<file path="src/filter_stream_pkg.sv">
/*
 * Stream definitions for the binarization filter
 * sample word width, sample size encoding, the decoded sample views
 * and the beat that travels on the valid/ready streams
 */

package filter_stream_pkg;

  // width of one sample word on the stream
  localparam int unsigned DATA_WIDTH = 32;

  // sample size carried with every beat and in the config
  // code 3 is not named and is decoded as a 32-bit sample as well
  typedef enum logic [1:0] {
    SIZE_8  = 2'd0,
    SIZE_16 = 2'd1,
    SIZE_32 = 2'd2
  } size_e;

  // one 32-bit word seen as a full word, two halfwords or four bytes
  typedef union packed {
    logic [DATA_WIDTH-1:0] word;
    logic [1:0][15:0]      half;
    logic [3:0][7:0]       bytes;
  } sample_u;

  // one stream beat, 36 bits
  typedef struct packed {
    sample_u data;
    size_e   size;
    logic    sof;
    logic    eof;
  } beat_t;

endpackage
</file>
<file path="src/filter_cfg_pkg.sv">
/*
 * Configuration definitions for the binarization filter
 * the active configuration struct and the register map
 */

package filter_cfg_pkg;

  // active configuration as seen by the binarizer
  typedef struct packed {
    logic                                         use_signed;
    logic                                         out_enable;
    logic                                         en_counter;
    filter_stream_pkg::size_e                     datasize;
    logic [filter_stream_pkg::DATA_WIDTH-1:0]     threshold;
    // top width of the counter, the unit only compares TRANS_SIZE bits
    logic [15:0]                                  count_target;
  } cfg_t;

  //////////////////////////////////////////////////
  // register addresses
  //////////////////////////////////////////////////

  localparam logic [3:0] REG_CTRL      = 4'd0;
  localparam logic [3:0] REG_THRESHOLD = 4'd1;
  localparam logic [3:0] REG_TARGET    = 4'd2;
  localparam logic [3:0] REG_CMD       = 4'd3;

  // bit fields of the control register
  localparam int unsigned CTRL_SIGNED_BIT  = 0;
  localparam int unsigned CTRL_OUTEN_BIT   = 1;
  localparam int unsigned CTRL_CNTEN_BIT   = 2;
  localparam int unsigned CTRL_SIZE_LSB    = 3;
  localparam int unsigned CTRL_SIZE_MSB    = 4;

  // command register, bit 0 starts a new counting run
  localparam int unsigned CMD_START_BIT    = 0;

endpackage

</file>
<file path="src/filter_top.sv">
/*
 * Binarization filter top level
 * register block, binarizer and output FIFO on one stream path
 */

`timescale 1ns/10ps

module filter_top #(
  parameter int unsigned TRANS_SIZE = 16,
  parameter int unsigned FIFO_DEPTH = 4
) (
  input  logic                     clk_i,
  input  logic                     resetn_i,

  // host register writes
  input  logic                     reg_wr_i,
  input  logic [3:0]               reg_addr_i,
  input  logic [31:0]              reg_wdata_i,

  // input sample stream
  input  filter_stream_pkg::beat_t in_beat_i,
  input  logic                     in_valid_i,
  output logic                     in_ready_o,

  // binarized output stream
  output filter_stream_pkg::beat_t out_beat_o,
  output logic                     out_valid_o,
  input  logic                     out_ready_i,

  // counter status
  output logic [TRANS_SIZE-1:0]    counter_val_o,
  output logic                     act_event_o
);

  filter_cfg_pkg::cfg_t     cfg;
  logic                     start;
  filter_stream_pkg::beat_t bin_beat;
  logic                     bin_valid;
  logic                     bin_ready;

  filter_regs u_regs (
    .clk_i       (clk_i),
    .resetn_i    (resetn_i),
    .reg_wr_i    (reg_wr_i),
    .reg_addr_i  (reg_addr_i),
    .reg_wdata_i (reg_wdata_i),
    .cfg_o       (cfg),
    .start_o     (start)
  );

  filter_bincu #(
    .TRANS_SIZE (TRANS_SIZE)
  ) u_bincu (
    .clk_i         (clk_i),
    .resetn_i      (resetn_i),
    .cfg_i         (cfg),
    .start_i       (start),
    .in_beat_i     (in_beat_i),
    .in_valid_i    (in_valid_i),
    .in_ready_o    (in_ready_o),
    .bin_beat_o    (bin_beat),
    .bin_valid_o   (bin_valid),
    .bin_ready_i   (bin_ready),
    .counter_val_o (counter_val_o),
    .act_event_o   (act_event_o)
  );

  // the FIFO sits directly behind the combinational binarizer
  filter_out_fifo #(
    .FIFO_DEPTH (FIFO_DEPTH)
  ) u_out_fifo (
    .clk_i      (clk_i),
    .resetn_i   (resetn_i),
    .wr_beat_i  (bin_beat),
    .wr_valid_i (bin_valid),
    .wr_ready_o (bin_ready),
    .rd_beat_o  (out_beat_o),
    .rd_valid_o (out_valid_o),
    .rd_ready_i (out_ready_i)
  );

endmodule

</file>
<file path="src/filter_out_fifo.sv">
/*
 * Output FIFO for binarized beats
 * circular buffer with read and write pointers and an occupancy count,
 * back-pressure toward the binarizer when full
 */

`timescale 1ns/10ps

module filter_out_fifo #(
  parameter int unsigned FIFO_DEPTH = 4
) (
  input  logic                     clk_i,
  input  logic                     resetn_i,

  input  filter_stream_pkg::beat_t wr_beat_i,
  input  logic                     wr_valid_i,
  output logic                     wr_ready_o,

  output filter_stream_pkg::beat_t rd_beat_o,
  output logic                     rd_valid_o,
  input  logic                     rd_ready_i
);

  localparam int unsigned PTR_W = (FIFO_DEPTH > 1) ? $clog2(FIFO_DEPTH) : 1;
  localparam int unsigned CNT_W = $clog2(FIFO_DEPTH + 1);

  filter_stream_pkg::beat_t mem [FIFO_DEPTH];

  logic [PTR_W-1:0] wr_ptr_q;
  logic [PTR_W-1:0] rd_ptr_q;
  logic [CNT_W-1:0] count_q;
  logic             push;
  logic             pop;

  assign wr_ready_o = (count_q != CNT_W'(FIFO_DEPTH));
  assign rd_valid_o = (count_q != '0);
  assign push       = wr_valid_i & wr_ready_o;
  assign pop        = rd_valid_o & rd_ready_i;

  // the oldest entry is always on the read side
  assign rd_beat_o = mem[rd_ptr_q];

  //////////////////////////////////////////////////
  // storage
  //////////////////////////////////////////////////

  always_ff @(posedge clk_i) begin
    if (push) begin
      mem[wr_ptr_q] <= wr_beat_i;
    end
  end

  //////////////////////////////////////////////////
  // pointers and occupancy
  //////////////////////////////////////////////////

  always_ff @(posedge clk_i or negedge resetn_i) begin
    if (!resetn_i) begin
      wr_ptr_q <= '0;
      rd_ptr_q <= '0;
      count_q  <= '0;
    end else begin
      if (push) begin
        wr_ptr_q <= (wr_ptr_q == PTR_W'(FIFO_DEPTH - 1)) ? '0 : wr_ptr_q + 1'b1;
      end
      if (pop) begin
        rd_ptr_q <= (rd_ptr_q == PTR_W'(FIFO_DEPTH - 1)) ? '0 : rd_ptr_q + 1'b1;
      end
      // simultaneous push and pop leave the count unchanged
      case ({push, pop})
        2'b10:   count_q <= count_q + 1'b1;
        2'b01:   count_q <= count_q - 1'b1;
        default: count_q <= count_q;
      endcase
    end
  end

  assert_count_bound : assert property (
    @(posedge clk_i) disable iff (!resetn_i)
    count_q <= CNT_W'(FIFO_DEPTH)
  ) else $error("FIFO occupancy above its depth");

endmodule

</file>
<file path="src/filter_bincu.sv">
/*
 * Binarization and counting unit
 * extends each sample to a full word, compares it with the threshold
 * and replaces the data with the result bit, counts matches and
 * raises a one-cycle event when the count hits the target
 */

`timescale 1ns/10ps

module filter_bincu #(
  parameter int unsigned TRANS_SIZE = 16
) (
  input  logic                    clk_i,
  input  logic                    resetn_i,

  input  filter_cfg_pkg::cfg_t    cfg_i,
  input  logic                    start_i,

  input  filter_stream_pkg::beat_t in_beat_i,
  input  logic                    in_valid_i,
  output logic                    in_ready_o,

  output filter_stream_pkg::beat_t bin_beat_o,
  output logic                    bin_valid_o,
  input  logic                    bin_ready_i,

  output logic [TRANS_SIZE-1:0]   counter_val_o,
  output logic                    act_event_o
);

  filter_stream_pkg::sample_u                sample;
  logic [filter_stream_pkg::DATA_WIDTH-1:0]  ext_word;
  logic                                      th_event;
  logic                                      accept;
  logic                                      target_match;
  logic                                      match_hist_q;
  logic [TRANS_SIZE-1:0]                     counter_q;

  //////////////////////////////////////////////////
  // sample decode and compare
  //////////////////////////////////////////////////

  assign sample = in_beat_i.data;

  // the configured size picks the union view, the sign bit of the
  // narrow sample is only replicated in signed mode
  always_comb begin
    case (cfg_i.datasize)
      filter_stream_pkg::SIZE_8: begin
        ext_word = {{24{cfg_i.use_signed & sample.bytes[0][7]}}, sample.bytes[0]};
      end
      filter_stream_pkg::SIZE_16: begin
        ext_word = {{16{cfg_i.use_signed & sample.half[0][15]}}, sample.half[0]};
      end
      default: begin
        ext_word = sample.word;
      end
    endcase
  end

  assign th_event = cfg_i.use_signed ? ($signed(ext_word) > $signed(cfg_i.threshold)) :
                                       (ext_word > cfg_i.threshold);

  // the beat keeps its size and framing, only the data becomes 0 or 1
  always_comb begin
    bin_beat_o           = in_beat_i;
    bin_beat_o.data.word = {{(filter_stream_pkg::DATA_WIDTH-1){1'b0}}, th_event};
  end

  // with the output off every beat is swallowed here
  assign bin_valid_o = in_valid_i & cfg_i.out_enable;
  assign in_ready_o  = cfg_i.out_enable ? bin_ready_i : 1'b1;
  assign accept      = in_valid_i & in_ready_o;

  //////////////////////////////////////////////////
  // match counter and activity event
  //////////////////////////////////////////////////

  assign target_match = (counter_q == TRANS_SIZE'(cfg_i.count_target));

  always_ff @(posedge clk_i or negedge resetn_i) begin
    if (!resetn_i) begin
      counter_q    <= '0;
      match_hist_q <= 1'b0;
    end else if (start_i) begin
      counter_q    <= '0;
      match_hist_q <= 1'b0;
    end else begin
      // remembers that the target was already seen last cycle
      match_hist_q <= target_match;
      if (cfg_i.en_counter && accept && th_event) begin
        counter_q <= counter_q + 1'b1;
      end
    end
  end

  // fires in the first cycle the registered count equals the target
  assign act_event_o   = cfg_i.en_counter & target_match & ~match_hist_q;
  assign counter_val_o = counter_q;

  assert_event_single : assert property (
    @(posedge clk_i) disable iff (!resetn_i)
    act_event_o && !start_i |=> !act_event_o
  ) else $error("activity event lasted more than one cycle");

  assert_no_valid_when_off : assert property (
    @(posedge clk_i) disable iff (!resetn_i)
    !cfg_i.out_enable |-> !bin_valid_o
  ) else $error("binarized beat offered while output is disabled");

endmodule

</file>
<file path="src/filter_regs.sv">
/*
 * Filter register block
 * takes single-cycle write strobes from the host, holds the active
 * configuration and turns command writes into a one-cycle start pulse
 */

`timescale 1ns/10ps

module filter_regs (
  input  logic                  clk_i,
  input  logic                  resetn_i,

  input  logic                  reg_wr_i,
  input  logic [3:0]            reg_addr_i,
  input  logic [31:0]           reg_wdata_i,

  output filter_cfg_pkg::cfg_t  cfg_o,
  output logic                  start_o
);

  filter_cfg_pkg::cfg_t cfg_q;
  logic                 start_q;
  logic                 cmd_start;

  // a command write only starts a run when the start bit is set
  assign cmd_start = reg_wr_i && (reg_addr_i == filter_cfg_pkg::REG_CMD) &&
                     reg_wdata_i[filter_cfg_pkg::CMD_START_BIT];

  //////////////////////////////////////////////////
  // configuration registers
  //////////////////////////////////////////////////

  // every field comes out of reset as zero, which means unsigned,
  // output disabled, counter disabled, 8-bit samples, threshold 0
  // and target 0
  always_ff @(posedge clk_i or negedge resetn_i) begin
    if (!resetn_i) begin
      cfg_q <= '0;
    end else if (reg_wr_i) begin
      case (reg_addr_i)
        filter_cfg_pkg::REG_CTRL: begin
          cfg_q.use_signed <= reg_wdata_i[filter_cfg_pkg::CTRL_SIGNED_BIT];
          cfg_q.out_enable <= reg_wdata_i[filter_cfg_pkg::CTRL_OUTEN_BIT];
          cfg_q.en_counter <= reg_wdata_i[filter_cfg_pkg::CTRL_CNTEN_BIT];
          // code 3 is kept as is and read as a 32-bit size downstream
          cfg_q.datasize   <= filter_stream_pkg::size_e'(
            reg_wdata_i[filter_cfg_pkg::CTRL_SIZE_MSB:filter_cfg_pkg::CTRL_SIZE_LSB]);
        end
        filter_cfg_pkg::REG_THRESHOLD: begin
          cfg_q.threshold <= reg_wdata_i;
        end
        filter_cfg_pkg::REG_TARGET: begin
          cfg_q.count_target <= reg_wdata_i[15:0];
        end
        default: begin
          // the command register holds no state and other
          // addresses are not mapped, so nothing is stored
        end
      endcase
    end
  end

  //////////////////////////////////////////////////
  // start command
  //////////////////////////////////////////////////

  // the pulse is high for the cycle after the command write, so the
  // binarizer clears its counter at the following edge
  always_ff @(posedge clk_i or negedge resetn_i) begin
    if (!resetn_i) begin
      start_q <= 1'b0;
    end else begin
      start_q <= cmd_start;
    end
  end

  assign cfg_o   = cfg_q;
  assign start_o = start_q;

  // the host is expected to space command writes, so a start pulse
  // is never longer than one cycle
  assert_start_single : assert property (
    @(posedge clk_i) disable iff (!resetn_i)
    start_o |=> !start_o
  ) else $error("start pulse lasted more than one cycle");

endmodule

</file>
<file path="config.mk">
export PLATFORM = sky130hd
export DESIGN_NAME = filter_top
export DESIGN_NICKNAME = d
export VERILOG_FILES = /design/src/filter_stream_pkg.sv /design/src/filter_cfg_pkg.sv /design/src/filter_top.sv /design/src/filter_out_fifo.sv /design/src/filter_bincu.sv /design/src/filter_regs.sv
export SDC_FILE = /design/constraint.sdc
export NUM_CORES = 1
export LEC_CHECK = 0
export BUFFER_PORTS_ARGS = -buffer_cell sky130_fd_sc_hd__buf_4
export CAP_MARGIN = 20
export CORE_MARGIN = 8
export CORE_UTILIZATION = 60
export DETAILED_ROUTE_END_ITERATION = 12
export HOLD_SLACK_MARGIN = 0.06
export PLACE_DENSITY = 0.93
export SYNTH_ARGS = -nofsm -noshare
export SYNTH_HDL_FRONTEND = slang
export SYNTH_HIERARCHICAL = 1
export SYNTH_SLANG_ARGS = --single-unit
</file>
<file path="constraint.sdc">
create_clock -name clk_i -period 9.93 [get_ports clk_i]
set_input_delay 0.993 -clock clk_i [delete_from_list [all_inputs] [get_ports clk_i]]
set_output_delay 0.993 -clock clk_i [all_outputs]
set_load 0.01 [all_outputs]
</file>
==> run summary <==
synth unique cells: 60
Area Overhead vs Synth: 17.2%
total of warnings raised by yosys: 6
#FFs+latches synth: 222
final WL: 20.6 mm
pin count of the biggest net entering global routing: 79
number of global-route vias before repair: 6376
reg-to-reg endpoint: u_bincu/counter_val_o[14]
Clock Path Buffers: 3
origin of the critical flop-to-flop path: u_regs/cfg_o[48]
Worst-path clk slew: 60 ps
min Tclk post-route: 4230 ps
WL/cell: 19.6 µm
GRT overflow: 0
Startpoint Class: flop
switching part of the total: 29.5%
status: complete, no violations
Slew @ Worst Pin: 975 ps
Async SR Flop Fraction: 35.1%
FILL cells: 1130
Post-synth EDFFs: 144
relative slew slack: 35.0%
R2R Setup Slk: 5700 ps
Fmax: 236 MHz
clock root cell: clkbuf_16
clk_skew: 7.08 ps
maximum VDD drop: 0.182 mV
critical path required time: 10300 ps
initial antenna violation count: 0
I/O Buffers: 131
Post-CTS Resized: 0
max_cap viols: 0
Site Rows: 48
Synth Cell Area: 10300 µm²
half-perimeter wire length after placement: 13.7 mm
# hold bufs at CTS: 0
H-tree levels: 1
Final #Nets: 928
Post-Syn Area per Cell: 15.2 µm²
PnR Total Power: 2930 µW
layout cells sized above 1: 34.8%
first-pass GRT wire length: 32.5 mm
total core area: 17100 µm²
Via density: 5.62
Post-synth top flop: edfxtp_1
die height: 147 µm
CP endpoint kind: flop
Setup TNS: 0 ps
kind of critical path: reg2reg
initial drt markers: 326
Worst-Skew Late Latency: 520 ps
Leakage Power: 0.00511 µW
Final period util: 42.6%
worst r2r path cells: 13
Top Ports: 132
clock buffer count from CTS: 23
clock power share: 28.3%
Die Wd: 147 µm
Comb pwr share: 29.5%
detailed-router iteration count before antenna repair: 5
Initial Utilization: 60.4%
DIE AREA: 21600 µm²
total track usage: 18.9%
worst-path fanout max: 15
ant diodes: 0
sequential share of power: 42.2%
vias: 5914
RSZ-0062 raised after global routing: no
DRC: 0
worst min path class: in2async
sequential fraction of the synthesis area: 60.9%
setup violation total in the final timing report: 0
worst path arrival time: 4610 ps
Post-CTS Setup Inserts: 0
CTS tree: yes
Placer Congestion: 0.895
Max Slew Vio Count: 0
Sw Pwr: 865 µW
internal power: 2060 µW
Pwr per Cell Area: 243 nW/µm²
clock sink total: 222
post-route ant nets: 0
Final Hold Fails: 0
synthesized instance count: 677
==> worst max path at each step <==
stage	from	slack, ps	endpoint	cells past startpoint
floorplan	in_beat_i[19]	5620	u_bincu/counter_val_o[8]	14
global placement	in_beat_i[11]	4870	u_bincu/counter_val_o[8]	13
detailed placement	in_beat_i[11]	4810	u_bincu/counter_val_o[14]	13
CTS	u_regs/cfg_o[48]	5330	u_bincu/counter_val_o[14]	12
global route	u_regs/cfg_o[48]	5510	u_bincu/counter_val_o[14]	13
finish	u_regs/cfg_o[48]	5700	u_bincu/counter_val_o[14]	13
==> flip-flops by register name, summed over array words and instances, names as in the netlist <==
| name | flops |
|---|---|
| u_regs/cfg_o | 53 |
| u_bincu/match_hist_q | 1 |
| u_out_fifo/rd_ptr_q | 2 |
| u_out_fifo/wr_ptr_q | 2 |
| u_regs/start_o | 1 |
| u_out_fifo/count_q | 3 |
| u_out_fifo/mem | 144 |
| u_bincu/counter_val_o | 16 |
==> power groups by stage <==
stage / sequential, µW / clock, µW / combinational, µW
global placement: 1240 / 0 / 835
detailed placement: 1250 / 0 / 860
finish: 1240 / 830 / 864
CTS: 1240 / 852 / 873
floorplan: 1200 / 0 / 625
global route: 1250 / 883 / 950
==> layer usage <==
metal / track usage, % / vias to the layer above / share of wire [%]
met1: 22.0 / 2921 / 39
met2: 32.9 / 223 / 50
li1: - / 2710 / -
met5: 0 / - / 0
met4: 6.99 / 0 / 3.6
met3: 5.20 / 60 / 7.5
==> cell type report <==
class | instances | area, µm² | area share (%)
multi-input cells | 368 | 3510 | 29.1
repair buffers | 135 | 1030 | 8.56
flip-flops and latches | 222 | 6280 | 52.0
inverters | 61 | 229 | 1.90
clock buffers | 27 | 591 | 4.89
clock inverters | 14 | 140 | 1.16
well taps | 225 | 282 | 2.33
==> cells in the final DEF (no fill, tap or decap), types with 23 or more instances in the layout <==
master	count
inv_1	61
conb_1	31
dfrtp_1	77
clkbuf_16	23
buf_4	134
edfxtp_1	144
mux2_2	44
mux4_2	36
nand2_1	24
a21oi_1	35
ha_1	39
==> cells in the mapped netlist, types with 6 or more instances <==
| cell | instances | area share [%] |
|---|---|---|
| a21o_1 | 6 | 0.44 |
| a21oi_1 | 35 | 1.7 |
| buf_4 | 39 | 2.8 |
| clkbuf_1 | 7 | 0.26 |
| dfrtp_1 | 78 | 19 |
| edfxtp_1 | 144 | 42 |
| ha_1 | 39 | 4.7 |
| inv_1 | 61 | 2.2 |
| mux2_2 | 44 | 4.8 |
| mux2_4 | 14 | 2.0 |
| mux4_2 | 36 | 7.9 |
| nand2_1 | 24 | 0.87 |
| nand3_1 | 7 | 0.34 |
| nand4_1 | 8 | 0.49 |
| nor2_1 | 20 | 0.73 |
| o21ai_0 | 12 | 0.58 |
| xnor2_1 | 10 | 0.85 |
| xor2_1 | 18 | 1.5 |
==> critical path: stages (launching register included) <==
cell	delay (ps)
dfrtp_1	510
mux2_2	390
a21oi_1	210
buf_4	250
a21oi_1	60
ha_1	350
a21oi_1	150
o21ai_1	90
a221oi_1	340
o311ai_1	260
or4_1	760
a2111oi_2	490
xnor2_1	180
nor2_1	60
==> stage by stage <==
step,setup WS (ps),instance area [µm²],hold slack [ps],utilization [%],std cells
5_1_grt,5510,12100,303,70.7,1052
4_1_cts,5330,12000,507,70.5,1050
6_report,5700,12100,313,70.7,1052
3_5_place_dp,4810,11300,494,66.3,1009
2_1_floorplan,5620,10400,447,-,707
3_3_place_gp,4870,11300,469,66.3,1009
==> kinds of logic (layout without fill, tap and decap cells) <==
family | Yosys count | count (layout) | share of synthesized area (%)
mux | 97 | 97 | 15.0
flops | 222 | 222 | 60.9
other cells | 1 | 31 | 0.0364
fa+ha+maj | 40 | 40 | 4.93
buf+inv | 117 | 237 | 6.04
compound gates | 73 | 73 | 4.71
simple gates | 99 | 99 | 5.95
xor+xnor | 28 | 28 | 2.38
(Power assumes the default switching activity.)
